$ cat config.mk
export PLATFORM = sky130hd
export DESIGN_NAME = window_buffer
export DESIGN_NICKNAME = d
export VERILOG_FILES = /design/src/hdl/conv_pkg.sv /design/src/hdl/window_buffer.sv
export SDC_FILE = /design/constraint.sdc
export NUM_CORES = 2
export LEC_CHECK = 0
export BUFFER_PORTS_ARGS = -buffer_cell sky130_fd_sc_hd__buf_2
export CAP_MARGIN = 20
export CORE_MARGIN = 2
export CORE_UTILIZATION = 25
export CTS_CLUSTER_DIAMETER = 120
export DETAILED_ROUTE_END_ITERATION = 8
export SLEW_MARGIN = 40
export SYNTH_ARGS = -nofsm -noshare
export SYNTH_HDL_FRONTEND = slang
export SYNTH_SLANG_ARGS = --single-unit
export TNS_END_PERCENT = 5
$ cat constraint.sdc
create_clock -name clk -period 15.5 [get_ports clk]
set_clock_uncertainty 0.15 [all_clocks]
set_input_delay 2.325 -clock clk [delete_from_list [all_inputs] [get_ports clk]]
set_output_delay 2.325 -clock clk [all_outputs]
set_load 0.02 [all_outputs]
$ cat src/hdl/conv_pkg.sv
`default_nettype none

package conv_pkg;

	// ########################################################################
	// Geometry
	// ########################################################################

	localparam int IN_CH  = 3;                   // Input channels per pixel.
	localparam int KERNEL = 3;                   // Window side.
	localparam int TAPS   = KERNEL * KERNEL;     // Taps per window.

	// ########################################################################
	// Data types
	// ########################################################################

	typedef logic signed [15:0] data_t;          // Sample, weight, bias or result.

	// One pixel with all input channels, or one tap's weights.
	typedef struct packed {
		data_t ch2;
		data_t ch1;
		data_t ch0;
	} pixel_t;

	// Tap number is row * KERNEL + column, tap 0 is the oldest pixel.
	typedef pixel_t [TAPS-1:0] window_t;

endpackage

`default_nettype wire

$ cat src/hdl/window_buffer.sv
`timescale 1ns/1ns
`default_nettype none

module window_buffer #(
	parameter int WIDTH = 32
) (
	input  logic              clk,
	input  logic              rst,
	input  conv_pkg::pixel_t  pixel,
	output conv_pkg::window_t window
);

	localparam int K        = conv_pkg::KERNEL;
	localparam int LINE_LEN = WIDTH - K;         // Stages between two window rows.

	// Line r carries pixels from window row r + 1 up to window row r.
	conv_pkg::pixel_t line_q [K-1][LINE_LEN];

	// ########################################################################
	// Line delays
	// ########################################################################

	always_ff @(posedge clk)
	begin
		for (int r = 0; r < K - 1; r++)
		begin
			line_q[r][0] <= window[(r + 1) * K]; // Leftmost tap of the row below.
			for (int s = 1; s < LINE_LEN; s++)
			begin
				line_q[r][s] <= line_q[r][s - 1];
			end
		end
	end

	// ########################################################################
	// Window registers
	// ########################################################################

	// Each row shifts left by one tap per pixel.
	always_ff @(posedge clk or posedge rst)
	begin
		if (rst)
		begin
			window <= '0;
		end
		else
		begin
			for (int r = 0; r < K; r++)
			begin
				for (int c = 0; c < K - 1; c++)
				begin
					window[r * K + c] <= window[r * K + c + 1];
				end
			end
			for (int r = 0; r < K - 1; r++)
			begin
				window[r * K + K - 1] <= line_q[r][LINE_LEN - 1];
			end
			window[K * K - 1] <= pixel;          // Newest pixel, lower right.
		end
	end

endmodule

`default_nettype wire

### Word level (Yosys, flattened, before mapping)

Memories as Yosys holds them, arrays and structs flattened.
Cells that the tools add are included.

* output and inout bits: 432
* input port bits: 50
* logic and storage cells: 28
* RAM bits: 2784
* bits in registers: 432
* memories: 1

Memory list
* line_q: words 2, bits a word 1392, read ports 2, clocked after Yosys merged registers in 0, wr ports 2, RTL line window_buffer.sv:17 `conv_pkg::pixel_t line_q [K-1][LINE_LEN];`

### Longest topological paths before layout

* word-level depth: 0
* mapped depth: 1
* depth with buffers taken out: 1

### Least setup slack after synthesis

No wires, ideal clock.

* kind: reg2out
* from: reg, netlist name window[100]
* to: out window[100] (netlist bit)
* data required time: 13025 ps
* arrival time: 424 ps
* cell stages (with the launch flop): 1
* setup slack: 12601 ps
* buffers on the path: 0
* cell sequence: dfrtp_1

RTL lines
* to (decl): RTL line window_buffer.sv:10 `output conv_pkg::window_t window`

No word-level cell between the ends.

### Final worst setup path

* from: reg, netlist name window[286]
* to: out window[286] (netlist bit)

No word-level cell between the ends.

==> metrics <==
cell area power density 197 mW/mm^2; # nets final 4076; CP required 13030 ps; P_int 13.4 mW; largest net degree at the start of global routing 97; Cell Area, Synth 0.0665 mm^2; area taken by multi-input logic gates 0 um^2; max cap viols 0; Vias 23567; setup TNS 0 ps; worst path cell trace buf_2; remaining antenna violation count 0; most frequent cells in the layout dfxtp_1 (2784), buf_2 (481), dfrtp_1 (432), clkbuf_16 (330), clkbuf_1 (53); P&R area growth vs syn 27.2%; sw power 3.25 mW; # DRC 0; grt total ovfl 0; Crit path max-delay family flip-flops; Setup-failing EPs final 0; Final HPWL DP 40500 um; initial antenna violation count 1; total CTS buffers 319; total leakage power 36.3 nW; worst slack at placement 10550 ps; vias per cell 3.01; Die Ht 520 um; DR pass1 iterations 4; # rows 189; fmax 0.255 GHz; Setup CP Type reg2out; Max clock buf depth 4; sw frac 19.5%; ranking of synthesized cells by area dfxtp_1 (84%), dfrtp_1 (16%), inv_1 (0.0056%); CTS tree done; drt wl/cell 9.50 um; Yosys reg bits 3216; fin crit period 3920 ps; vias in the first global route 24125; Initial DRC Count 795; Yosys top cell by area dfxtp_1; Slew Limit Fails 0; critical path's slowest cell dfrtp_1; Starting Density 25.1%; Bufs and invs on worst path 1; post-synth top area share 83.7%; Seq/Total Area, Yosys 100%; Worst Setup End Kind output pin; Mapped Avg Cell Area 20.7 um^2; clk root buf clkbuf_16; # Post-CTS Setup Buffers 0; crit path launch type flip-flop; Synth Instances 3217; post-synthesis net count 3267; Slowest Stage Delay on Critical Path 340 ps; first-pass GRT wire length 120000 um; CTS resizes 0; final core occ 32.0%; Core Region 0.265 mm^2; Total Power 16.7 mW; Distinct cells, synth 3; Routability Congestion 0.715; CTS sink cnt 3216; DIE WIDTH 520 um; H-Tree Depth 5; RSZ-0062 raised after global routing false; Clock power frac 47.1%; arrival time worst endpoint 1450 ps; worst slew pin tran 654 ps; Die ar. 0.270 mm^2; crit path max fanout 2; Post-CTS Hold Buffers 0; final hold vios 0; number of I/O pins 482; GRT Resource Usage Total 5.41%; share of power burned in registers 52.1%; final period utilization 25.3%; Reg clk slew, reported paths 60 ps; final wirelength 74200 um; synth warn 0; Port Buffer Count 481; leading cell type in the layout, fill and taps excluded dfxtp_1; combinational share of power 0.8%; comb_multi_in 0; Hold/Removal Path Class reg2reg; status complete, no violations; Worst slew margin 56.4%; Setup WS post-layout 11580 ps; latest clock arrival within the worst-skew pair 850 ps; share of layout cells above drive strength 1 23.7%; Peak VDD IR 130 uV
metrics by stage:
step,hold slack (ps),instances,area [um^2]
after floorplan,160,3217,66500
after CTS,133,7815,84600
after global placement,162,7236,73400
after global routing,140,7817,84600
final,136,7817,84600
after detailed placement,162,7237,73400
logic make-up (layout without fill, tap and decap cells):
group,Yosys count,count (layout),synth area share (%)
buffers and inverters,1,1067,0.00564
other,0,1,0
DFF,3216,3216,100
metal layers:
metal	global-route usage (%)	routed length, um
met2	9.26	35800
met5	0	0
met4	3.98	4630
met1	5.26	27900
met3	2.18	5870
power groups by stage:
stage | combinational (mW) | clock, mW | sequential (mW)
floorplan | 0.0163 | 0 | 8.90
global placement | 0.138 | 0 | 8.87
detailed placement | 0.140 | 0 | 8.87
CTS | 0.140 | 8.16 | 8.70
global route | 0.143 | 8.51 | 8.72
finish | 0.135 | 7.85 | 8.69
worst paths after layout:
| path | start | cells after the start | slack (ps) | endpoint |
|---|---|---|---|---|
| worst max-delay path | window[286] | 1 | 11580 | window[286] |
| worst min-delay path | line_q[0][601] | 0 | 140 | line_q[0][553] |
| worst max register to register | window[298] | 0 | 14820 | line_q[1][1354] |
| worst min register to register | line_q[0][601] | 0 | 140 | line_q[0][553] |
| max in group asynchronous | rst | 6 | 11930 | window[10] |
| min in group asynchronous | rst | 2 | 1290 | window[260] |
state kept, by name, summed over array words and instances (netlist names):
| register | flops |
|---|---|
| line_q | 2784 |
| window | 432 |
cell usage after synthesis:
library cell and count:
inv_1 1, dfrtp_1 432, dfxtp_1 2784
area by class of cell:
| type | count | area (um^2) |
|---|---|---|
| Fill cell | 25384 | 180000 |
| Sequential cell | 3216 | 66500 |
| Clock buffer | 425 | 9030 |
| Tap cell | 3533 | 4420 |
| Timing Repair Buffer | 488 | 2510 |
| Clock inverter | 153 | 2120 |
| Inverter | 1 | 11.3 |
| Antenna cell | 1 | 2.50 |
No activity file was read; power rests on OpenSTA's default activity.
