## config.mk

```make
export PLATFORM = sky130hd
export DESIGN_NAME = coef_loader
export DESIGN_NICKNAME = d
export VERILOG_FILES = /design/src/hdl/conv_pkg.sv /design/src/hdl/coef_loader.sv
export SDC_FILE = /design/constraint.sdc
export NUM_CORES = 1
export LEC_CHECK = 0
export ABC_AREA = 1
export BUFFER_PORTS_ARGS = -buffer_cell sky130_fd_sc_hd__buf_2
export CELL_PAD_IN_SITES_DETAIL_PLACEMENT = 1
export CELL_PAD_IN_SITES_GLOBAL_PLACEMENT = 2
export CORE_UTILIZATION = 33
export CTS_CLUSTER_DIAMETER = 30
export DETAILED_ROUTE_END_ITERATION = 8
export PLACE_DENSITY_LB_ADDON = 0.1
export SYNTH_ARGS = -nofsm -noshare
export SYNTH_HDL_FRONTEND = slang
export SYNTH_SLANG_ARGS = --single-unit
```

## constraint.sdc

```tcl
create_clock -name clk -period 6.6 [get_ports clk]
set_input_delay 1.32 -clock clk [delete_from_list [all_inputs] [get_ports clk]]
set_output_delay 1.32 -clock clk [all_outputs]
set_load 0.05 [all_outputs]
```

## src/hdl/conv_pkg.sv

```systemverilog
`default_nettype none

package conv_pkg;

	// ########################################################################
	// Geometry
	// ########################################################################

	localparam int IN_CH  = 3;                   // Input channels per pixel.
	localparam int KERNEL = 3;                   // Window side.
	localparam int TAPS   = KERNEL * KERNEL;     // Taps per window.

	// ########################################################################
	// Data types
	// ########################################################################

	typedef logic signed [15:0] data_t;          // Sample, weight, bias or result.

	// One pixel with all input channels, or one tap's weights.
	typedef struct packed {
		data_t ch2;
		data_t ch1;
		data_t ch0;
	} pixel_t;

	// Tap number is row * KERNEL + column, tap 0 is the oldest pixel.
	typedef pixel_t [TAPS-1:0] window_t;

endpackage

`default_nettype wire

```

## src/hdl/coef_loader.sv

```systemverilog
`timescale 1ns/1ns
`default_nettype none

module coef_loader #(
	parameter type payload_t = conv_pkg::data_t,
	parameter int  DEPTH     = 8
) (
	input  logic                 clk,
	input  logic                 rst,
	input  logic                 start,
	input  payload_t             load_data,
	output payload_t [DEPTH-1:0] bank
);

	localparam int CW = $clog2(DEPTH + 1);

	logic          loading;
	logic [CW-1:0] count;                        // Words shifted in so far.
	logic          shift;

	assign shift = start | loading;

	// ########################################################################
	// Load control
	// ########################################################################

	always_ff @(posedge clk or posedge rst)
	begin
		if (rst)
		begin
			loading <= 1'b0;
			count   <= '0;
		end
		else if (start)
		begin
			loading <= (DEPTH > 1);              // First word goes in with start.
			count   <= CW'(1);
		end
		else if (loading)
		begin
			loading <= (count != CW'(DEPTH - 1));
			count   <= count + 1'b1;
		end
	end

	// Shift chain, new words enter at the top and the first ends at index 0.
	always_ff @(posedge clk or posedge rst)
	begin
		if (rst)
		begin
			bank <= '0;
		end
		else if (shift)
		begin
			for (int i = 0; i < DEPTH - 1; i++)
			begin
				bank[i] <= bank[i + 1];
			end
			bank[DEPTH-1] <= load_data;
		end
	end

endmodule

`default_nettype wire

```

[After elaboration in Yosys (flattened, before gate mapping)]
Cells that the tools add are included.
W data, S select, Z words.
Word-level totals
  bits in registers: 133
  bits of input ports: 19
  output and inout port bits: 128
  logic and storage cells: 18
Cells by class
  add/sub/neg operators: 1
  equal/unequal tests: 1
  muxes and demuxes: 4
  bitwise operators: 1
  reduce and logical (&&, ||, !) cells: 1
Operator list (count)
  $mux W4: 2
  $add A4 B1 Y4 const B: 1
  $ne A4 B3 Y1 const B: 1
  $mux W1: 2
  $reduce_bool A2 Y1: 1
  $or A1 B1 Y1: 1

[Logic depth before layout (Yosys ltp)]
  depth after elaboration: 3
  gate-level depth with buffers: 6
  depth with buffers taken out: 4

[Worst setup path before layout]
No wires, ideal clock.
  kind: input port to flip-flop
  from: in start
  to: reg bank[0] in the netlist's numbering
  setup time: 119 ps
  arrival: 1935 ps
  path slack: 4545 ps
  cell stages on the path: 6
  cells stage by stage: nor2_4 > inv_2 > buf_4 > buf_4 > nand2_1 > nand2_1
Between the ends
  word-level cells in the longest chain between the ends: 1
RTL lines
  start, declared: RTL line coef_loader.sv:10  | input logic start,
  $or A1 B1 Y1: RTL line coef_loader.sv:21  | assign shift = start | loading;
  end signal, assigned by index: RTL line coef_loader.sv:57  | bank[i] <= bank[i + 1];
  end signal, assigned by index: RTL line coef_loader.sv:59  | bank[DEPTH-1] <= load_data;
  end, declared: RTL line coef_loader.sv:12  | output payload_t [DEPTH-1:0] bank
Every way passes these cells.
A chain may end at the register's enable or synchronous reset.

[Worst setup path in the final report]
  from: in start
  to: reg bank[124] in the netlist's numbering
The elaborated chain is that of the path after synthesis.

==> impl_metrics.py <==
metrics = {
    "placement": {
        "dpl.hpwl_mm": 8.62,
        "gp_congestion": 0.691,
        "placed_cells": 821,
        "io_buffers": 146,
    },
    "yosys": {
        "yosys_most_used_dff": "dfrtp_1",
        "syn_area_mm2": 0.00502,
        "avgSynthCellArea_um2": 9.76,
        "synthesis.nets": 535,
        "ys_types": 19,
        "yosys_warnings": 0,
        "synthArstFlopShare_pct": 100,
        "yosysTopAreaCell": "dfrtp_1",
        "ys_top_cells_by_area": "dfrtp_1, nand2_1, o21ai_0",
        "syn_inst": 515,
        "synth_top_area_share_pct": 66.2,
        "yosysSeqAreaShare_pct": 66.2,
        "synth-seq-cells": 133,
        "synth_edf_count": 0,
    },
    "min_path": {
        "min_path_cells": 2,
        "hold_class": "flop to flop",
        "hold_end": "bank[5]",
        "min_from": "bank[5]",
    },
    "drt": {
        "topRoutingLayerUsed": "met4",
        "vias": 3853,
        "drc": 8,
        "drt_iter0_drc": 198,
        "wire_per_inst_um": 15.0,
        "final_antenna_net_count": 0,
        "drt-pass1-iter-count": 8,
        "wl_mm": 12.8,
        "wl_met2_mm": 5.98,
        "drt-vias-per-instance": 4.52,
        "wl_met1_mm": 5.86,
        "wl_met3_um": 810,
    },
    "die": {
        "core_mm2": 0.0147,
        "dieArea_mm2": 0.0157,
        "chipWidth_um": 125,
        "die_h_um": 125,
        "ios": 147,
        "start_util_pct": 34.2,
        "std_cell_rows": 44,
    },
    "cts": {
        "cts.repair_timing.setup_buffer_count": 0,
        "cts_repair_resize_count": 0,
        "clk_pin_slew_ns": 0.05,
        "cts.path.max_buffers": 2,
        "htree_levels": 4,
        "cts_root_buf": "clkbuf_16",
        "tritoncts": "built",
        "clock_latency_ns": 0.41,
        "cts_hold_buf": 0,
        "numCtsBuffers": 17,
        "cts_sinks": 133,
    },
    "run": {
        "cap_violations": 0,
    },
    "grt": {
        "grt_pass1_wl_mm": 21.6,
        "grt_max_degree": 78,
        "grt_pass1_vias": 3944,
        "grt_overflow": 0,
        "grt_use_total_pct": 17.8,
        "antenna_found_initial": 0,
    },
    "timing": {
        "hold_viol_final": 0,
        "relSlewSlack_pct": 35.9,
        "fin_crit_ns": 2.93,
        "setup_viol": 0,
        "post-route-period-util_pct": 44.4,
        "worstMarginPinSlew_ns": 0.961,
        "fin_skew_ns": 0.00761,
        "final_max_slew_viol_count": 0,
        "fmax_mhz": 341,
        "fin_hold_ws_ns": 0.474,
        "setup_tns_ns": 0,
        "rsz0062_at_grt": "false",
    },
    "worst_setup_path": {
        "crit_type": "input port to flop",
        "r2r-end": "bank[124]",
        "path_max_fanout": 68,
        "r2r_cells": 5,
        "r2r_start": "loading",
        "cp.arrival_ns": 3.19,
        "required_ns": 6.86,
        "cp-end-kind": "flop",
        "ff2ff_setup_slack_ns": 4.29,
        "start_kind": "input port",
    },
    "final_layout": {
        "instances_no_fill": 852,
        "syn2layout_area_growth_pct": 26.7,
        "nets": 676,
        "final_layout_size_suffix_gt1_share_pct": 26.6,
        "diodes": 0,
    },
    "pwr": {
        "power_density_mw_per_mm2": 409,
        "peakVddDrop_uv": 181,
        "cellLeakagePower_nw": 3.32,
    },
    "run_status": {
        "outcome": "finished with violations",
        "violations": "design-rule violations",
    },
}
[worst max-delay path, stage by stage]
cell and delay [ns]:
buf_2 0.12, nor2_4 0.04, buf_4 0.29, inv_4 0.54
buf_4 0.66, o21ai_0 0.17
[state kept, by name, summed over array words and instances, names as in the netlist]
name,cells
bank,128
count,4
loading,1
[layout make-up]
class | count | area [um2]
fill | 1727 | 8330
sequential | 133 | 3330
multi-input combinational | 300 | 1290
timing repair buffer | 150 | 761
clock buffer | 27 | 503
tap | 184 | 230
inverter | 54 | 210
clock inverter | 4 | 45.0
[stage by stage]
| stage | total power (W) | utilization [%] | worst slack (ns) | area, um2 |
|---|---|---|---|---|
| after floorplan | 0.00156 | - | 1.73 | 5020 |
| after CTS | 0.00264 | 43.3 | 3.65 | 6370 |
| after global placement | 0.00174 | 39.6 | 3.27 | 5820 |
| after global routing | 0.00273 | 43.3 | 3.41 | 6370 |
| after detailed placement | 0.00175 | 39.6 | 3.21 | 5820 |
| final | 0.00260 | 43.3 | 3.67 | 6370 |
[worst max-delay path by stage]
stage	from	to	slack [ns]	depth (start not counted)
2_1_floorplan	rst	bank[0]	1.73	1
3_3_place_gp	start	count[2]	3.27	7
3_5_place_dp	start	bank[125]	3.21	6
4_1_cts	start	bank[73]	3.65	7
5_1_grt	start	bank[126]	3.41	7
6_report	start	bank[124]	3.67	6
[power by group]
part | total (W) | internal (W) | switching, W | leakage (nW)
clock | 0.000877 | 0.000554 | 0.000323 | 0.271
combinational | 0.000702 | 0.000133 | 0.000569 | 1.49
sequential | 0.00102 | 0.000936 | 0.0000875 | 1.56
total | 0.00260 | 0.00162 | 0.000979 | 3.32
[cells in the final DEF (no fill, tap or decap), drive strengths merged]
| master | count |
|---|---|
| buf | 150 |
| o21ai | 102 |
| inv | 54 |
| nand3 | 2 |
| a21oi | 2 |
| dfrtp | 133 |
| nand2 | 185 |
| clkbuf | 27 |
| xnor2 | 1 |
| nor3b | 1 |
| clkinv | 3 |
| o21bai | 1 |
| ha | 1 |
| nor3 | 1 |
| bufinv | 1 |
| nor2 | 4 |
[synthesized netlist by cell type (2+ instances only)]
cell type / n
inv_1: 53
o21ai_0: 58
nand2_1: 185
buf_4: 14
a21oi_1: 2
nor2_1: 3
dfrtp_1: 133
clkbuf_1: 6
o21ai_1: 44
buf_2: 2
nand3_1: 2
buf_6: 6
[kinds of logic after synthesis]
logic type,after synthesis,synth area share [%]
DFF,133,66.2
xor gates and xnor gates,1,0.174
AOI/OAI and AO/OA,105,10.5
adders and majority gates,1,0.249
buffers and inverters,82,8.12
and+or+nand+nor,193,14.7
[per-layer routing]
metal  vias up  track usage [%]
met5         -                0
met4         0             6.89
met3         8             5.48
met2       102             26.6
met1      1856             24.2
li1       1887                -
No activity file was read; power rests on OpenSTA's default activity.
