$ cat src/hdl/conv_pkg.sv
`default_nettype none

package conv_pkg;

	// ########################################################################
	// Geometry
	// ########################################################################

	localparam int IN_CH  = 3;                   // Input channels per pixel.
	localparam int KERNEL = 3;                   // Window side.
	localparam int TAPS   = KERNEL * KERNEL;     // Taps per window.

	// ########################################################################
	// Data types
	// ########################################################################

	typedef logic signed [15:0] data_t;          // Sample, weight, bias or result.

	// One pixel with all input channels, or one tap's weights.
	typedef struct packed {
		data_t ch2;
		data_t ch1;
		data_t ch0;
	} pixel_t;

	// Tap number is row * KERNEL + column, tap 0 is the oldest pixel.
	typedef pixel_t [TAPS-1:0] window_t;

endpackage

`default_nettype wire

$ cat src/hdl/output_sequencer.sv
`timescale 1ns/1ns
`default_nettype none

module output_sequencer #(
	parameter int WIDTH  = 32,
	parameter int HEIGHT = 32
) (
	input  logic        clk,
	input  logic        rst,
	input  logic        frame_start,
	output logic        mac_en,
	output logic        out_valid,
	output logic [15:0] out_row,
	output logic [15:0] out_col,
	output logic        frame_done
);

	localparam int EDGE = conv_pkg::KERNEL - 1;  // Rows and columns before a full window.

	typedef enum logic {IDLE, RUN} state_t;

	// Output address of the window just completed.
	typedef struct packed {
		logic [15:0] row;
		logic [15:0] col;
		logic        last;
	} tag_t;

	state_t      state;
	logic [15:0] row;                            // Position of the pixel now on the input.
	logic [15:0] col;
	logic        hit;
	logic        last_pix;
	tag_t        tag_q;

	assign hit      = (state == RUN) && (row >= 16'(EDGE)) && (col >= 16'(EDGE));
	assign last_pix = (row == 16'(HEIGHT - 1)) && (col == 16'(WIDTH - 1));

	// ########################################################################
	// Position counters and strobes
	// ########################################################################

	always_ff @(posedge clk or posedge rst)
	begin
		if (rst)
		begin
			state      <= IDLE;
			row        <= '0;
			col        <= '0;
			mac_en     <= 1'b0;
			out_valid  <= 1'b0;
			frame_done <= 1'b0;
		end
		else
		begin
			out_valid  <= mac_en;
			frame_done <= mac_en & tag_q.last;
			mac_en     <= hit & ~frame_start;
			if (frame_start)
			begin
				state <= RUN;                    // Pixel (0,0) is captured now.
				row   <= '0;
				col   <= 16'd1;
			end
			else if (state == RUN)
			begin
				if (last_pix)
				begin
					state <= IDLE;
				end
				if (col == 16'(WIDTH - 1))
				begin
					col <= '0;
					row <= row + 1'b1;
				end
				else
				begin
					col <= col + 1'b1;
				end
			end
		end
	end

	// Address follows the MAC pipeline.
	always_ff @(posedge clk)
	begin
		tag_q.row  <= row - 16'(EDGE);
		tag_q.col  <= col - 16'(EDGE);
		tag_q.last <= last_pix;
		if (mac_en)
		begin
			out_row <= tag_q.row;
			out_col <= tag_q.col;
		end
	end

endmodule

`default_nettype wire

$ cat config.mk
export PLATFORM = sky130hd
export DESIGN_NAME = output_sequencer
export DESIGN_NICKNAME = d
export VERILOG_FILES = /design/src/hdl/conv_pkg.sv /design/src/hdl/output_sequencer.sv
export SDC_FILE = /design/constraint.sdc
export NUM_CORES = 1
export LEC_CHECK = 0
export ABC_AREA = 1
export ABC_CLOCK_PERIOD_IN_PS = 2000
export BUFFER_PORTS_ARGS = -buffer_cell sky130_fd_sc_hd__buf_4
export CAP_MARGIN = 20
export CORE_ASPECT_RATIO = 1.5
export CORE_UTILIZATION = 35
export DETAILED_ROUTE_END_ITERATION = 12
export GPL_ROUTABILITY_DRIVEN = 0
export PLACE_DENSITY_LB_ADDON = 0.25
export SETUP_SLACK_MARGIN = 0.2
export SYNTH_ARGS = -nofsm -noshare
export SYNTH_HDL_FRONTEND = slang
export SYNTH_SLANG_ARGS = --single-unit
$ cat constraint.sdc
create_clock -name clk -period 2 [get_ports clk]
set_input_delay 0.2 -clock clk [delete_from_list [all_inputs] [get_ports clk]]
set_output_delay 0.2 -clock clk [all_outputs]
set_load 0.05 [all_outputs]
# Word level (Yosys, flattened, before mapping)
# Cells that the tools add are included.
[classes]
add_sub_neg = 4
magnitude_cmp = 2
eq_ne = 2
n_mux = 9
bitwise_logic = 3
n_reduce_logical = 6
[op_table]
columns = ["operator", "count"]
rows = [
  ["16-bit 2-to-1 mux", 6],
  ["16-bit by 1-bit adder with 16-bit output, second input constant", 2],
  ["16-bit by 5-bit equality test with 1-bit output, second input constant", 2],
  ["16-bit by 2-bit greater-or-equal comparator with 1-bit output, second input constant", 2],
  ["16-bit by 2-bit subtractor with 16-bit output, second input constant", 2],
  ["2-bit nonzero test", 2],
  ["1-bit logical AND", 3],
  ["1-bit 2-to-1 mux", 3],
  ["1-bit AND", 2],
  ["2-bit AND reduction", 1],
  ["1-bit NOT", 1],
]
[totals]
reg_bits = 101
in_bits = 3
wordCells = 37

# Depth between registers and ports, before layout
# Gate-level depths: netlist (run 1).
[depth]
depth_word = 5
ltp_mapped = 11
ltp_nobuf = 10

# Worst setup path after synthesis (run 1)
# Ideal clock, no wire load.
[synth_timing]
path_kind = "flip-flop to flip-flop"
from = "reg mac_en"
to = "reg out_col[0], enable pin"
setup_ns = 0.405
t_arrival_ns = 1.261
setup_slack_ns = 0.334
path_stages_with_launch = 1
path_buffers = 0
synth_period_minus_slack_ns = 1.666
cell_sequence = "dfrtp_1"
[synth_lines]
columns = ["item", "line", "rtl"]
rows = [
  ["from (decl)", "output_sequencer.sv:11", "output logic mac_en,"],
  ["from (signal assigned)", "output_sequencer.sv:58", "mac_en <= hit & ~frame_start;"],
  ["to (signal assigned)", "output_sequencer.sv:93", "out_col <= tag_q.col;"],
  ["to (decl)", "output_sequencer.sv:14", "output logic [15:0] out_col,"],
]
# No word-level cell between the ends.

# Worst setup path after layout (run 1)
[layout_timing]
from = "reg col[1]"
to = "reg tag_q[16] (netlist name)"
[layout_via]
elab_chain_len = 1
[layout_rtl]
columns = ["item", "line", "rtl"]
rows = [
  ["from (decl)", "output_sequencer.sv:31", "logic [15:0] col;"],
  ["from (signal assigned)", "output_sequencer.sv:78", "col <= col + 1'b1;"],
  ["16-bit by 2-bit subtractor with 16-bit output", "output_sequencer.sv:88", "tag_q.col <= col - 16'(EDGE);"],
  ["to (decl)", "output_sequencer.sv:34", "tag_t tag_q;"],
]
# No other way between the ends.
# A chain may end at the register's enable or synchronous reset.

==> results of run 1 <==
-- worst max-delay path by stage --
stage / startpoint / cells past startpoint / endpoint / slack [ns]
after floorplan: mac_en / 0 / out_col[0] / 0.33
after global placement: col[1] / 6 / tag_q[16] / 0.34
after detailed placement: col[1] / 10 / row[2] / 0.31
after CTS: col[1] / 6 / tag_q[16] / 0.31
after global routing: col[1] / 6 / tag_q[16] / 0.23
final: col[1] / 6 / tag_q[16] / 0.35
-- area by class of cell --
type,instances,area (um2)
multi-input combinational,315,1659
inverter,48,180.2
clock inverter,6,76.32
timing repair buffer,45,340.3
clock buffer,10,239.0
fill,1215,7237
tap,156,195.2
sequential,101,2522
-- critical path, cell delays in order, from the launching register on --
cell	delay [ns]
dfrtp_1	0.42
inv_1	0.13
ha_1	0.20
nand3_1	0.17
nor2_1	0.31
nand4_1	0.15
xor2_1	0.17
-- metal layers --
layer | vias to the layer above | global-route usage [%] | share of wire [%]
met5 | - | 0 | 0
met4 | 0 | 8.097 | 2.2
met3 | 12 | 2.389 | 3.4
met2 | 69 | 24.97 | 52
met1 | 1458 | 18.23 | 42
li1 | 1638 | - | -
-- stage by stage --
step / util, % / instances / total power, mW / setup WS [ns]
after global routing: 41.87 / 681 / 4.363 / 0.2307
after floorplan: - / 477 / 2.389 / 0.3341
final: 41.87 / 681 / 4.210 / 0.3457
after CTS: 41.80 / 681 / 4.272 / 0.3103
after global placement: 39.19 / 664 / 2.429 / 0.3383
after detailed placement: 39.19 / 664 / 2.436 / 0.3146
-- sequential cells by signal, indices dropped and copies added, names as in the netlist, 16 cells and up --
signal   flops
out_col     16
col         16
row         16
tag_q       33
out_row     16
-- cells by family (layout without fill, tap and decap cells) --
kind of cell / count (synthesis) / in the layout / synth area share (%)
buf+inv: 61 / 109 / 6.109
flops: 101 / 101 / 56.76
xor+xnor: 27 / 27 / 5.321
simple gates: 250 / 250 / 25.53
compound gates: 30 / 30 / 4.026
fa+ha+maj: 8 / 8 / 2.252
-- cell usage in the layout (no fill, tap or decap), types with 2 or more instances in the layout --
cell,synthesis,routed
o21ai_2,6,6
o21ai_0,7,7
xor2_1,27,27
nand2_4,3,2
o22ai_1,2,2
inv_1,46,46
dfxtp_1,33,33
edfxtp_1,32,32
nor2_2,5,5
clkbuf_16,0,9
nand2_1,95,95
inv_6,0,3
dfrtp_1,36,36
nand3_1,38,38
nand4_1,23,23
nor3_1,6,6
ha_1,8,8
nor2_1,65,65
a21oi_1,4,4
and2_1,2,2
nand2_2,7,7
inv_2,2,2
buf_4,0,44
o21ai_1,9,9
-- power by group through the flow --
| stage | clock, mW | combinational (mW) | sequential [mW] |
|---|---|---|---|
| detailed placement | 0 | 0.169 | 2.27 |
| finish | 1.82 | 0.169 | 2.22 |
| global route | 1.94 | 0.192 | 2.23 |
| CTS | 1.88 | 0.172 | 2.22 |
| floorplan | 0 | 0.130 | 2.26 |
| global placement | 0 | 0.168 | 2.26 |
-- timing repair --
| action | 4_1_cts | 5_1_grt |
|---|---|---|
| hold buffers | 1 | 0 |
| endpoints found under the setup margin | 0 | 8 |
| gates resized for setup | 0 | 1 |
| endpoints found under the hold margin | 36 | 0 |
==> flow_results.xml, run 1 <==
<?xml version="1.0" encoding="UTF-8"?>
<metrics>
  <group name="die">
    <metric name="std_cell_rows" unit="">50</metric>
    <metric name="die_area" unit="um2">13160</metric>
    <metric name="start_util" unit="%">35.70</metric>
    <metric name="top_level_port_count" unit="">38</metric>
    <metric name="die_width" unit="um">94.01</metric>
    <metric name="core_region_area" unit="um2">12450</metric>
    <metric name="die_span_in_y" unit="um">140.0</metric>
  </group>
  <group name="route">
    <metric name="drt_wl_total" unit="um">9026</metric>
    <metric name="drc_errors" unit="">0</metric>
    <metric name="avgViaCountPerCell" unit="">4.665</metric>
    <metric name="routed-via-count" unit="">3177</metric>
    <metric name="detail-route-antenna-nets" unit="">0</metric>
    <metric name="avgRoutedWirePerCell" unit="um">13.25</metric>
    <metric name="drtPass1Iterations" unit="">4</metric>
    <metric name="drt_first_iter_violations" unit="">166</metric>
  </group>
  <group name="synth">
    <metric name="synth-edff-count" unit="">32</metric>
    <metric name="yosys.area.top_type" unit="">edfxtp_1</metric>
    <metric name="synth_cells" unit="">477</metric>
    <metric name="most_used_standard_cell_by_instance_count_after_synthesis" unit="">nand2_1</metric>
    <metric name="synth_async_sr_flop_share" unit="%">35.64</metric>
    <metric name="synth.avg_cell_area" unit="um2">9.317</metric>
    <metric name="mappedNetlistNets" unit="">488</metric>
    <metric name="synth.distinct_cells" unit="">32</metric>
    <metric name="synth_top_cell_area_share" unit="%">21.62</metric>
    <metric name="post_synth_instance_area" unit="um2">4444</metric>
    <metric name="yosysWarningCount" unit="">0</metric>
    <metric name="synthFlopType" unit="">dfrtp_1</metric>
    <metric name="synth-seq-cells" unit="">101</metric>
    <metric name="synthTopCellsByArea" unit="">edfxtp_1, dfrtp_1, dfxtp_1</metric>
    <metric name="synth_seq_area_share" unit="%">56.76</metric>
    <metric name="synth.cells.most_frequent" unit="">nand2_1, nor2_1, inv_1, nand3_1, dfrtp_1</metric>
  </group>
  <group name="timing">
    <metric name="post-route-period-util" unit="%">82.72</metric>
    <metric name="clock.fmax" unit="MHz">604.5</metric>
    <metric name="rsz0062_at_grt" unit="">no</metric>
    <metric name="setup_viol_count_final" unit="">0</metric>
    <metric name="slew-limit-headroom" unit="%">66.93</metric>
    <metric name="clock-skew-final" unit="ns">0.01205</metric>
    <metric name="hold-worst-slack" unit="ns">0.05904</metric>
    <metric name="worst_pin_slew" unit="ns">0.4961</metric>
    <metric name="setup-tns-final" unit="ns">0</metric>
    <metric name="finalHoldViolCount" unit="">0</metric>
    <metric name="final-max-slew-violation-count" unit="">0</metric>
    <metric name="post-route-min-period" unit="ns">1.654</metric>
  </group>
  <group name="setup_path">
    <metric name="reg2reg_from" unit="">col[1]</metric>
    <metric name="worst-endpoint-required" unit="ns">2.24</metric>
    <metric name="worstSetupPathType" unit="">register to register</metric>
    <metric name="rr_worst_depth" unit="">6</metric>
    <metric name="reg2reg_setup_slack" unit="ns">0.35</metric>
    <metric name="worst-path-max-fanout" unit="">4</metric>
    <metric name="worstSetupEndpointType" unit="">register</metric>
    <metric name="timing.critical_path.from_type" unit="">register</metric>
    <metric name="worst_r2r_endpoint" unit="">tag_q[16]</metric>
    <metric name="cp.arrival" unit="ns">1.89</metric>
  </group>
  <group name="power">
    <metric name="p_sw" unit="mW">0.9238</metric>
    <metric name="cell_internal_pwr" unit="mW">3.286</metric>
    <metric name="comb_power_share" unit="%">4.0</metric>
    <metric name="power.clock.fraction" unit="%">43.2</metric>
    <metric name="vdd_drop_max" unit="uV">399.8</metric>
    <metric name="power.switching_fraction" unit="%">21.94</metric>
    <metric name="power.share.sequential" unit="%">52.8</metric>
    <metric name="cellLeakagePower" unit="nW">2.207</metric>
    <metric name="power.density_cell_area" unit="nW/um2">807.6</metric>
  </group>
  <group name="grt">
    <metric name="wire_length_of_the_first_global_routing_pass" unit="um">15000</metric>
    <metric name="grt_start_max_net_pins" unit="">37</metric>
    <metric name="first_global_vias" unit="">3048</metric>
    <metric name="grt_overflow_total" unit="">0</metric>
    <metric name="grt_antenna_before_repair" unit="">0</metric>
    <metric name="grtUsageTotal" unit="%">14.96</metric>
  </group>
  <group name="run_status">
    <metric name="status" unit="">finished clean</metric>
  </group>
  <group name="cells_and_area">
    <metric name="final_nets" unit="">531</metric>
    <metric name="final_area" unit="um2">5213</metric>
    <metric name="area.growth.synth_to_final" unit="%">17.29</metric>
    <metric name="drive_gt1_share" unit="%">16.38</metric>
    <metric name="num_antenna_cells" unit="">0</metric>
  </group>
  <group name="cts">
    <metric name="clock_latency" unit="ns">0.35</metric>
    <metric name="cts_max_path_buffers" unit="">2</metric>
    <metric name="tritoncts_buffer_count" unit="">9</metric>
    <metric name="register_clock_pin_slew_on_the_reported_worst_setup_and_hold_paths" unit="ns">0.07</metric>
    <metric name="clk_root_buffer_cell" unit="">clkbuf_16</metric>
    <metric name="numClockSinks" unit="">101</metric>
    <metric name="post_cts_buffers" unit="">0</metric>
    <metric name="htree_num_levels" unit="">3</metric>
    <metric name="clock_tree_from_tritoncts" unit="">done</metric>
  </group>
  <group name="place">
    <metric name="estimated_wirelength_of_the_detail_placed_design" unit="um">6569</metric>
    <metric name="port-buffer-count" unit="">37</metric>
    <metric name="post_dp_cell_area" unit="um2">4878</metric>
  </group>
  <group name="job">
    <metric name="maxCapViolations" unit="">0</metric>
  </group>
  <group name="worst_hold_path">
    <metric name="hold_path.class" unit="">primary input to register</metric>
    <metric name="hold_path_startpoint" unit="">frame_start</metric>
    <metric name="hold_end" unit="">col[4]</metric>
    <metric name="min_delay_path_depth" unit="">2</metric>
  </group>
</metrics>
(Power assumes the default switching activity.)
==> run 2, diff against run 1 <==
- ABC_CLOCK_PERIOD_IN_PS: 2000 -> 1600
- clock period: 2 -> 1.6 ns (I/O delays scaled with it)
==> run 2 against run 1 <==
Net effect: count of clock-buffer cells in the layout rose by 1; non-clock buffer count up 41; first-iteration DRC count increased by 22%; sequential share of layout area is 4.7 points lower; maximum frequency up 7.5%; wire length grew 12%; register-to-register slack got worse by 0.28 ns; critical endpoint is now row[8]; largest cell class unchanged; largest power group unchanged.
==> flow_results.xml, run 2 (synthesis gave the netlist of run 1 again) <==
<?xml version="1.0" encoding="UTF-8"?>
<metrics>
  <group name="place">
    <metric name="post_dp_cell_area" unit="um2">5102</metric>
    <metric name="dp_worst_setup_slack" unit="ns">-0.01155</metric>
    <metric name="estimated_wirelength_of_the_detail_placed_design" unit="um">6986</metric>
    <metric name="port-buffer-count" unit="">37</metric>
  </group>
  <group name="cells_and_area">
    <metric name="total_area_of_multi_input_combinational_cells" unit="um2">1904</metric>
    <metric name="largest_register_ff_count" unit="">33</metric>
    <metric name="area.growth.synth_to_final" unit="%">30.43</metric>
    <metric name="fillerInstances" unit="">1143</metric>
    <metric name="final_nets" unit="">574</metric>
    <metric name="regArea" unit="um2">2531</metric>
    <metric name="final_area" unit="um2">5797</metric>
    <metric name="num_antenna_cells" unit="">0</metric>
    <metric name="final_core_util" unit="%">46.56</metric>
    <metric name="largest-register" unit="">tag_q</metric>
    <metric name="layout_commonest_cell" unit="">nand2_1</metric>
    <metric name="final_cell_mix" unit="">nand2_1, buf_4, nor2_1</metric>
    <metric name="drive_gt1_share" unit="%">32.39</metric>
  </group>
  <group name="route">
    <metric name="routed-via-count" unit="">3527</metric>
    <metric name="drtPass1Iterations" unit="">5</metric>
    <metric name="avgViaCountPerCell" unit="">4.872</metric>
    <metric name="drc_errors" unit="">0</metric>
    <metric name="drt_wl_total" unit="um">10090</metric>
    <metric name="drt_first_iter_violations" unit="">203</metric>
    <metric name="detail-route-antenna-nets" unit="">0</metric>
    <metric name="avgRoutedWirePerCell" unit="um">13.94</metric>
  </group>
  <group name="cts">
    <metric name="cts_max_path_buffers" unit="">2</metric>
    <metric name="clock_tree_from_tritoncts" unit="">done</metric>
    <metric name="clock_latency" unit="ns">0.35</metric>
    <metric name="htree_num_levels" unit="">3</metric>
    <metric name="tritoncts_buffer_count" unit="">9</metric>
    <metric name="clk_root_buffer_cell" unit="">clkbuf_16</metric>
    <metric name="numClockSinks" unit="">101</metric>
    <metric name="register_clock_pin_slew_on_the_reported_worst_setup_and_hold_paths" unit="ns">0.06</metric>
  </group>
  <group name="timing">
    <metric name="post-route-min-period" unit="ns">1.539</metric>
    <metric name="clock-skew-final" unit="ns">0.01085</metric>
    <metric name="final-max-slew-violation-count" unit="">0</metric>
    <metric name="slew-limit-headroom" unit="%">65.79</metric>
    <metric name="clock.fmax" unit="MHz">649.8</metric>
    <metric name="worst_pin_slew" unit="ns">0.5131</metric>
    <metric name="final.setup.worst_slack" unit="ns">0.06107</metric>
    <metric name="post-route-period-util" unit="%">96.18</metric>
    <metric name="finalHoldViolCount" unit="">0</metric>
    <metric name="setup_viol_count_final" unit="">0</metric>
    <metric name="rsz0062_at_grt" unit="">yes</metric>
  </group>
  <group name="setup_path">
    <metric name="worstSetupPathType" unit="">register to register</metric>
    <metric name="worst_r2r_endpoint" unit="">row[8]</metric>
    <metric name="worst_path_max_delay_cell" unit="">dfrtp_1</metric>
    <metric name="crit_family" unit="">simple AND/OR/NAND/NOR gates</metric>
    <metric name="reg2reg_setup_slack" unit="ns">0.06</metric>
    <metric name="reg2reg_from" unit="">col[1]</metric>
    <metric name="timing.critical_path.from_type" unit="">register</metric>
    <metric name="worstPathCellList" unit="">ha_2 -&gt; nand2_2 -&gt; inv_2 -&gt; nand2_4 -&gt; nor2_4 -&gt; nand2_4 -&gt; nand2_8 -&gt; nand2_8 -&gt; o21ai_1</metric>
    <metric name="worstSetupEndpointType" unit="">register</metric>
    <metric name="cp.arrival" unit="ns">1.82</metric>
    <metric name="critical-path-max-stage-delay" unit="ns">0.42</metric>
    <metric name="worst-endpoint-required" unit="ns">1.88</metric>
    <metric name="worst-path-max-fanout" unit="">13</metric>
    <metric name="critical_path.n_buffers_inverters" unit="">1</metric>
    <metric name="rr_worst_depth" unit="">9</metric>
  </group>
  <group name="die">
    <metric name="die_span_in_y" unit="um">140.0</metric>
    <metric name="start_util" unit="%">35.70</metric>
    <metric name="core_region_area" unit="um2">12450</metric>
    <metric name="die_width" unit="um">94.01</metric>
    <metric name="top_level_port_count" unit="">38</metric>
    <metric name="std_cell_rows" unit="">50</metric>
    <metric name="die_area" unit="um2">13160</metric>
  </group>
  <group name="run_status">
    <metric name="status" unit="">finished clean</metric>
  </group>
  <group name="worst_hold_path">
    <metric name="hold_path_startpoint" unit="">frame_start</metric>
    <metric name="hold_end" unit="">col[4]</metric>
    <metric name="min_delay_path_depth" unit="">2</metric>
    <metric name="hold_path.class" unit="">primary input to register</metric>
  </group>
  <group name="grt">
    <metric name="grt_overflow_total" unit="">0</metric>
    <metric name="first_global_vias" unit="">3379</metric>
    <metric name="wire_length_of_the_first_global_routing_pass" unit="um">16330</metric>
    <metric name="grt_start_max_net_pins" unit="">37</metric>
    <metric name="grtUsageTotal" unit="%">16.41</metric>
    <metric name="grt_antenna_before_repair" unit="">0</metric>
  </group>
  <group name="power">
    <metric name="power.density_cell_area" unit="nW/um2">905.6</metric>
    <metric name="cellLeakagePower" unit="nW">2.474</metric>
    <metric name="total_power" unit="mW">5.250</metric>
    <metric name="vdd_drop_max" unit="uV">525.6</metric>
  </group>
  <group name="job">
    <metric name="maxCapViolations" unit="">0</metric>
  </group>
</metrics>
## run 2: repair_timing
item                       4_1_cts  5_1_grt
cloned                           2        0
pin swaps                        6       13
hold buffers                     1        0
setup endpoints to repair       37       49
hold endpoints to repair        36        0
resized for setup               24       44
setup buffers                    8        8
## run 2: metal layers
| metal | vias to the layer above | global-route usage (%) | share of wire, % |
|---|---|---|---|
| li1 | 1730 | - | - |
| met5 | - | 0 | 0 |
| met3 | 22 | 3.257 | 3.9 |
| met1 | 1674 | 18.74 | 41 |
| met4 | 0 | 8.745 | 2.7 |
| met2 | 101 | 28.39 | 53 |
## run 2: area by class of cell
| type | count | share of cell area [%] |
|---|---|---|
| Inverter | 48 | 3.173 |
| Timing Repair Buffer | 86 | 11.87 |
| Clock buffer | 11 | 4.015 |
| Sequential cell | 101 | 43.67 |
| Multi-Input combinational cell | 317 | 32.85 |
| Clock inverter | 5 | 1.058 |
| Tap cell | 156 | 3.367 |
## run 2: how the worst max path moves through the flow
stage               startpoint  cells past startpoint  slack, ns         to
finish                  col[1]                      9       0.06     row[8]
global route            col[1]                      9     0.0009     row[8]
CTS                     col[1]                      9       0.10     row[9]
detailed placement      col[1]                     10      -0.01     row[9]
global placement        col[1]                      6       0.05  tag_q[14]
floorplan               col[1]                     11       0.18     row[4]
## run 2: metrics by stage
| step | setup TNS [ns] | instances | hold slack [ns] |
|---|---|---|---|
| after floorplan | 0 | 477 | 0.2335 |
| after CTS | 0 | 716 | 0.01548 |
| final | 0 | 724 | 0.02769 |
| after global routing | 0 | 724 | 0.02033 |
| after global placement | 0 | 689 | 0.3185 |
| after detailed placement | -0.05999 | 689 | 0.3264 |
## run 2: worst register-to-register path, stage by stage, from the launching register on
cell	delay [ns]
dfrtp_1	0.42
ha_2	0.22
nand2_2	0.07
inv_2	0.06
nand2_4	0.05
nor2_4	0.14
nand2_4	0.11
nand2_8	0.13
nand2_8	0.12
o21ai_1	0.15
## run 2: power by group
part | internal [mW] | total (mW) | switching (mW) | leakage, nW
Combinational | 0.122 | 0.303 | 0.181 | 1.35
Clock | 1.22 | 2.17 | 0.951 | 0.132
Sequential | 2.75 | 2.78 | 0.0254 | 0.991
Total | 4.09 | 5.25 | 1.16 | 2.47
==> run 3, diff against run 2 <==
- ABC_AREA: 1 -> default
==> run 3 against run 2 <==
Net effect: the flow now finishes with violations (negative setup slack); worst hold slack better by 0.32 ns; combinational power up 69%; critical path depth down 5; clock skew down 0.0062 ns; wire length down 7.0%.
==> flow_results.xml, run 3 <==
<?xml version="1.0" encoding="UTF-8"?>
<metrics>
  <group name="run_status">
    <metric name="status" unit="">finished with violations</metric>
    <metric name="failed_checks" unit="">negative setup slack</metric>
  </group>
  <group name="cts">
    <metric name="tritoncts_buffer_count" unit="">9</metric>
    <metric name="numClockSinks" unit="">101</metric>
    <metric name="clock_tree_from_tritoncts" unit="">done</metric>
    <metric name="cts_max_path_buffers" unit="">2</metric>
    <metric name="htree_num_levels" unit="">3</metric>
    <metric name="clock_latency" unit="ns">0.34</metric>
    <metric name="register_clock_pin_slew_on_the_reported_worst_setup_and_hold_paths" unit="ns">0.07</metric>
    <metric name="clk_root_buffer_cell" unit="">clkbuf_16</metric>
  </group>
  <group name="route">
    <metric name="wl_met2" unit="um">5088</metric>
    <metric name="drtPass1Iterations" unit="">4</metric>
    <metric name="met3_length" unit="um">337</metric>
    <metric name="drt_wl_total" unit="um">9384</metric>
    <metric name="top_layer_used" unit="">met4</metric>
    <metric name="detail-route-antenna-nets" unit="">0</metric>
    <metric name="avgRoutedWirePerCell" unit="um">14.59</metric>
    <metric name="drt-met1-wl" unit="um">3729</metric>
    <metric name="drc_errors" unit="">0</metric>
    <metric name="routed-via-count" unit="">3183</metric>
    <metric name="avgViaCountPerCell" unit="">4.950</metric>
    <metric name="drt_first_iter_violations" unit="">228</metric>
  </group>
  <group name="setup_path">
    <metric name="cp.arrival" unit="ns">2.17</metric>
    <metric name="reg2reg_setup_slack" unit="ns">-0.34</metric>
    <metric name="worst-path-max-fanout" unit="">3</metric>
    <metric name="worstSetupEndpointType" unit="">register</metric>
    <metric name="worst_r2r_endpoint" unit="">tag_q[27]</metric>
    <metric name="timing.critical_path.from" unit="">row[3]</metric>
    <metric name="reg2reg_from" unit="">row[3]</metric>
    <metric name="worst-endpoint-required" unit="ns">1.84</metric>
    <metric name="timing.critical_path.from_type" unit="">register</metric>
    <metric name="rr_worst_depth" unit="">4</metric>
    <metric name="worstSetupPathType" unit="">register to register</metric>
  </group>
  <group name="synth">
    <metric name="yosys.area_share.adder" unit="%">2.447</metric>
    <metric name="synth_top_cell_area_share" unit="%">23.49</metric>
    <metric name="synthTopCellsByArea" unit="">edfxtp_1, dfrtp_1, dfxtp_1</metric>
    <metric name="post_synth_instance_area" unit="um2">4090</metric>
    <metric name="yosys.area.top_type" unit="">edfxtp_1</metric>
    <metric name="synth_cells" unit="">362</metric>
    <metric name="combinational_family_with_the_most_area_after_synthesis" unit="">simple AND/OR/NAND/NOR gates</metric>
    <metric name="mappedNetlistNets" unit="">373</metric>
    <metric name="synth_compound_gate_area_share" unit="%">5.078</metric>
    <metric name="synth.distinct_cells" unit="">42</metric>
    <metric name="synth.avg_cell_area" unit="um2">11.30</metric>
    <metric name="post_synth_and_or_nand_nor_area_fraction" unit="%">18.02</metric>
    <metric name="synth.cells.most_frequent" unit="">dfrtp_1, dfxtp_1, edfxtp_1, nor2_1, nand2_1</metric>
    <metric name="synth-seq-cells" unit="">101</metric>
    <metric name="synthXorXnorAreaFrac" unit="%">7.892</metric>
    <metric name="synth_seq_area_share" unit="%">61.67</metric>
    <metric name="most_used_standard_cell_by_instance_count_after_synthesis" unit="">dfrtp_1</metric>
    <metric name="synthFlopType" unit="">dfrtp_1</metric>
    <metric name="synthMuxAreaShare" unit="%">0.5506</metric>
    <metric name="yosysWarningCount" unit="">0</metric>
    <metric name="synth_async_sr_flop_share" unit="%">35.64</metric>
    <metric name="synth-edff-count" unit="">32</metric>
  </group>
  <group name="timing">
    <metric name="post-route-period-util" unit="%">121.0</metric>
    <metric name="post-route-min-period" unit="ns">1.936</metric>
    <metric name="finalHoldViolCount" unit="">0</metric>
    <metric name="final-max-slew-violation-count" unit="">0</metric>
    <metric name="rsz0062_at_grt" unit="">yes</metric>
    <metric name="setup_viol_count_final" unit="">34</metric>
    <metric name="clock.fmax" unit="MHz">516.7</metric>
    <metric name="setup-tns-final" unit="ns">-5.785</metric>
    <metric name="slew-limit-headroom" unit="%">66.19</metric>
    <metric name="clock-skew-final" unit="ns">0.004634</metric>
    <metric name="worst_pin_slew" unit="ns">0.5033</metric>
    <metric name="final.setup.worst_slack" unit="ns">-0.3355</metric>
  </group>
  <group name="grt">
    <metric name="grt_antenna_before_repair" unit="">0</metric>
    <metric name="grtUsageTotal" unit="%">15.56</metric>
    <metric name="grt_overflow_total" unit="">0</metric>
    <metric name="grt_start_max_net_pins" unit="">37</metric>
    <metric name="wire_length_of_the_first_global_routing_pass" unit="um">14880</metric>
    <metric name="first_global_vias" unit="">3157</metric>
  </group>
  <group name="die">
    <metric name="start_util" unit="%">35.66</metric>
    <metric name="die_span_in_y" unit="um">134.4</metric>
    <metric name="die_area" unit="um2">12130</metric>
    <metric name="core_region_area" unit="um2">11470</metric>
    <metric name="die_width" unit="um">90.27</metric>
    <metric name="std_cell_rows" unit="">48</metric>
    <metric name="top_level_port_count" unit="">38</metric>
  </group>
  <group name="cells_and_area">
    <metric name="final_cell_mix" unit="">buf_4, dfrtp_1, dfxtp_1</metric>
    <metric name="drive_gt1_share" unit="%">50.30</metric>
    <metric name="final_nets" unit="">499</metric>
    <metric name="layout_commonest_cell" unit="">buf_4</metric>
    <metric name="area.growth.synth_to_final" unit="%">52.68</metric>
    <metric name="num_antenna_cells" unit="">0</metric>
    <metric name="largest_register_ff_count" unit="">33</metric>
    <metric name="largest-register" unit="">tag_q</metric>
  </group>
  <group name="power">
    <metric name="power.density_cell_area" unit="nW/um2">881.6</metric>
    <metric name="vdd_drop_max" unit="uV">467.8</metric>
    <metric name="cellLeakagePower" unit="nW">2.562</metric>
  </group>
  <group name="place">
    <metric name="port-buffer-count" unit="">37</metric>
    <metric name="estimated_wirelength_of_the_detail_placed_design" unit="um">5716</metric>
    <metric name="dp_worst_setup_slack" unit="ns">-0.3283</metric>
  </group>
  <group name="job">
    <metric name="maxCapViolations" unit="">0</metric>
  </group>
  <group name="worst_hold_path">
    <metric name="hold_path.class" unit="">primary input to register</metric>
    <metric name="hold_path_startpoint" unit="">frame_start</metric>
    <metric name="min_delay_path_depth" unit="">3</metric>
    <metric name="hold_end" unit="">row[8]</metric>
  </group>
</metrics>
[run 3: how the worst max path moves through the flow]
stage                end  slack, ns
6_report       tag_q[27]      -0.34
5_1_grt        tag_q[27]      -0.37
4_1_cts        tag_q[27]      -0.33
3_5_place_dp   tag_q[27]      -0.33
3_3_place_gp   tag_q[27]      -0.32
2_1_floorplan  tag_q[27]      -0.54
[run 3: critical path, cell delays in order, from the launching register on]
cell	delay, ns
dfrtp_1	0.38
or4_4	0.53
or4_4	0.44
or3_4	0.35
xnor2_2	0.13
[run 3: power breakdown]
group	internal [mW]	switching, mW
combinational	0.277	0.235
clock	1.30	0.905
sequential	2.76	0.0260
total	4.34	1.17
[run 3: through the flow]
step                instance area, um2  hold slack (ns)  utilization, %  cells  power (mW)
detailed placement                5109           0.3135           44.54    592       3.183
global placement                  5109           0.3130           44.54    592       3.171
CTS                               6006           0.3169           52.36    636       5.488
floorplan                         4287           0.3269               -    362       3.052
global route                      6245           0.3639           54.44    643       5.705
finish                            6245           0.3487           54.44    643       5.505
[run 3: layout make-up]
type | count | area (um2)
clock buffers | 13 | 260.3
repair buffers | 141 | 1221
fillers | 987 | 5226
inverters | 15 | 66.31
clock inverters | 3 | 45.04
flip-flops and latches | 101 | 2527
well taps | 150 | 187.7
multi-input cells | 220 | 1937
[run 3: kinds of logic (layout without fill, tap and decap cells)]
group / after synthesis / in the layout
simple gates: 136 / 137
flops: 101 / 101
buf+inv: 42 / 172
compound gates: 37 / 37
xor+xnor: 36 / 36
fa+ha+maj: 8 / 8
mux: 2 / 2
[run 3: metal layers]
| metal | track usage (%) | vias up |
|---|---|---|
| li1 | - | 1516 |
| met1 | 17.34 | 1572 |
| met2 | 27.65 | 76 |
| met3 | 3.628 | 19 |
| met4 | 7.796 | 0 |
| met5 | 0 | - |
[run 3: timing repair]
action	CTS	global route
pin swaps	18	18
hold endpoints to repair	36	0
endpoints found under the setup margin	53	55
cloned	3	0
hold buffers	1	0
setup buffers	24	7
gates resized for setup	90	39
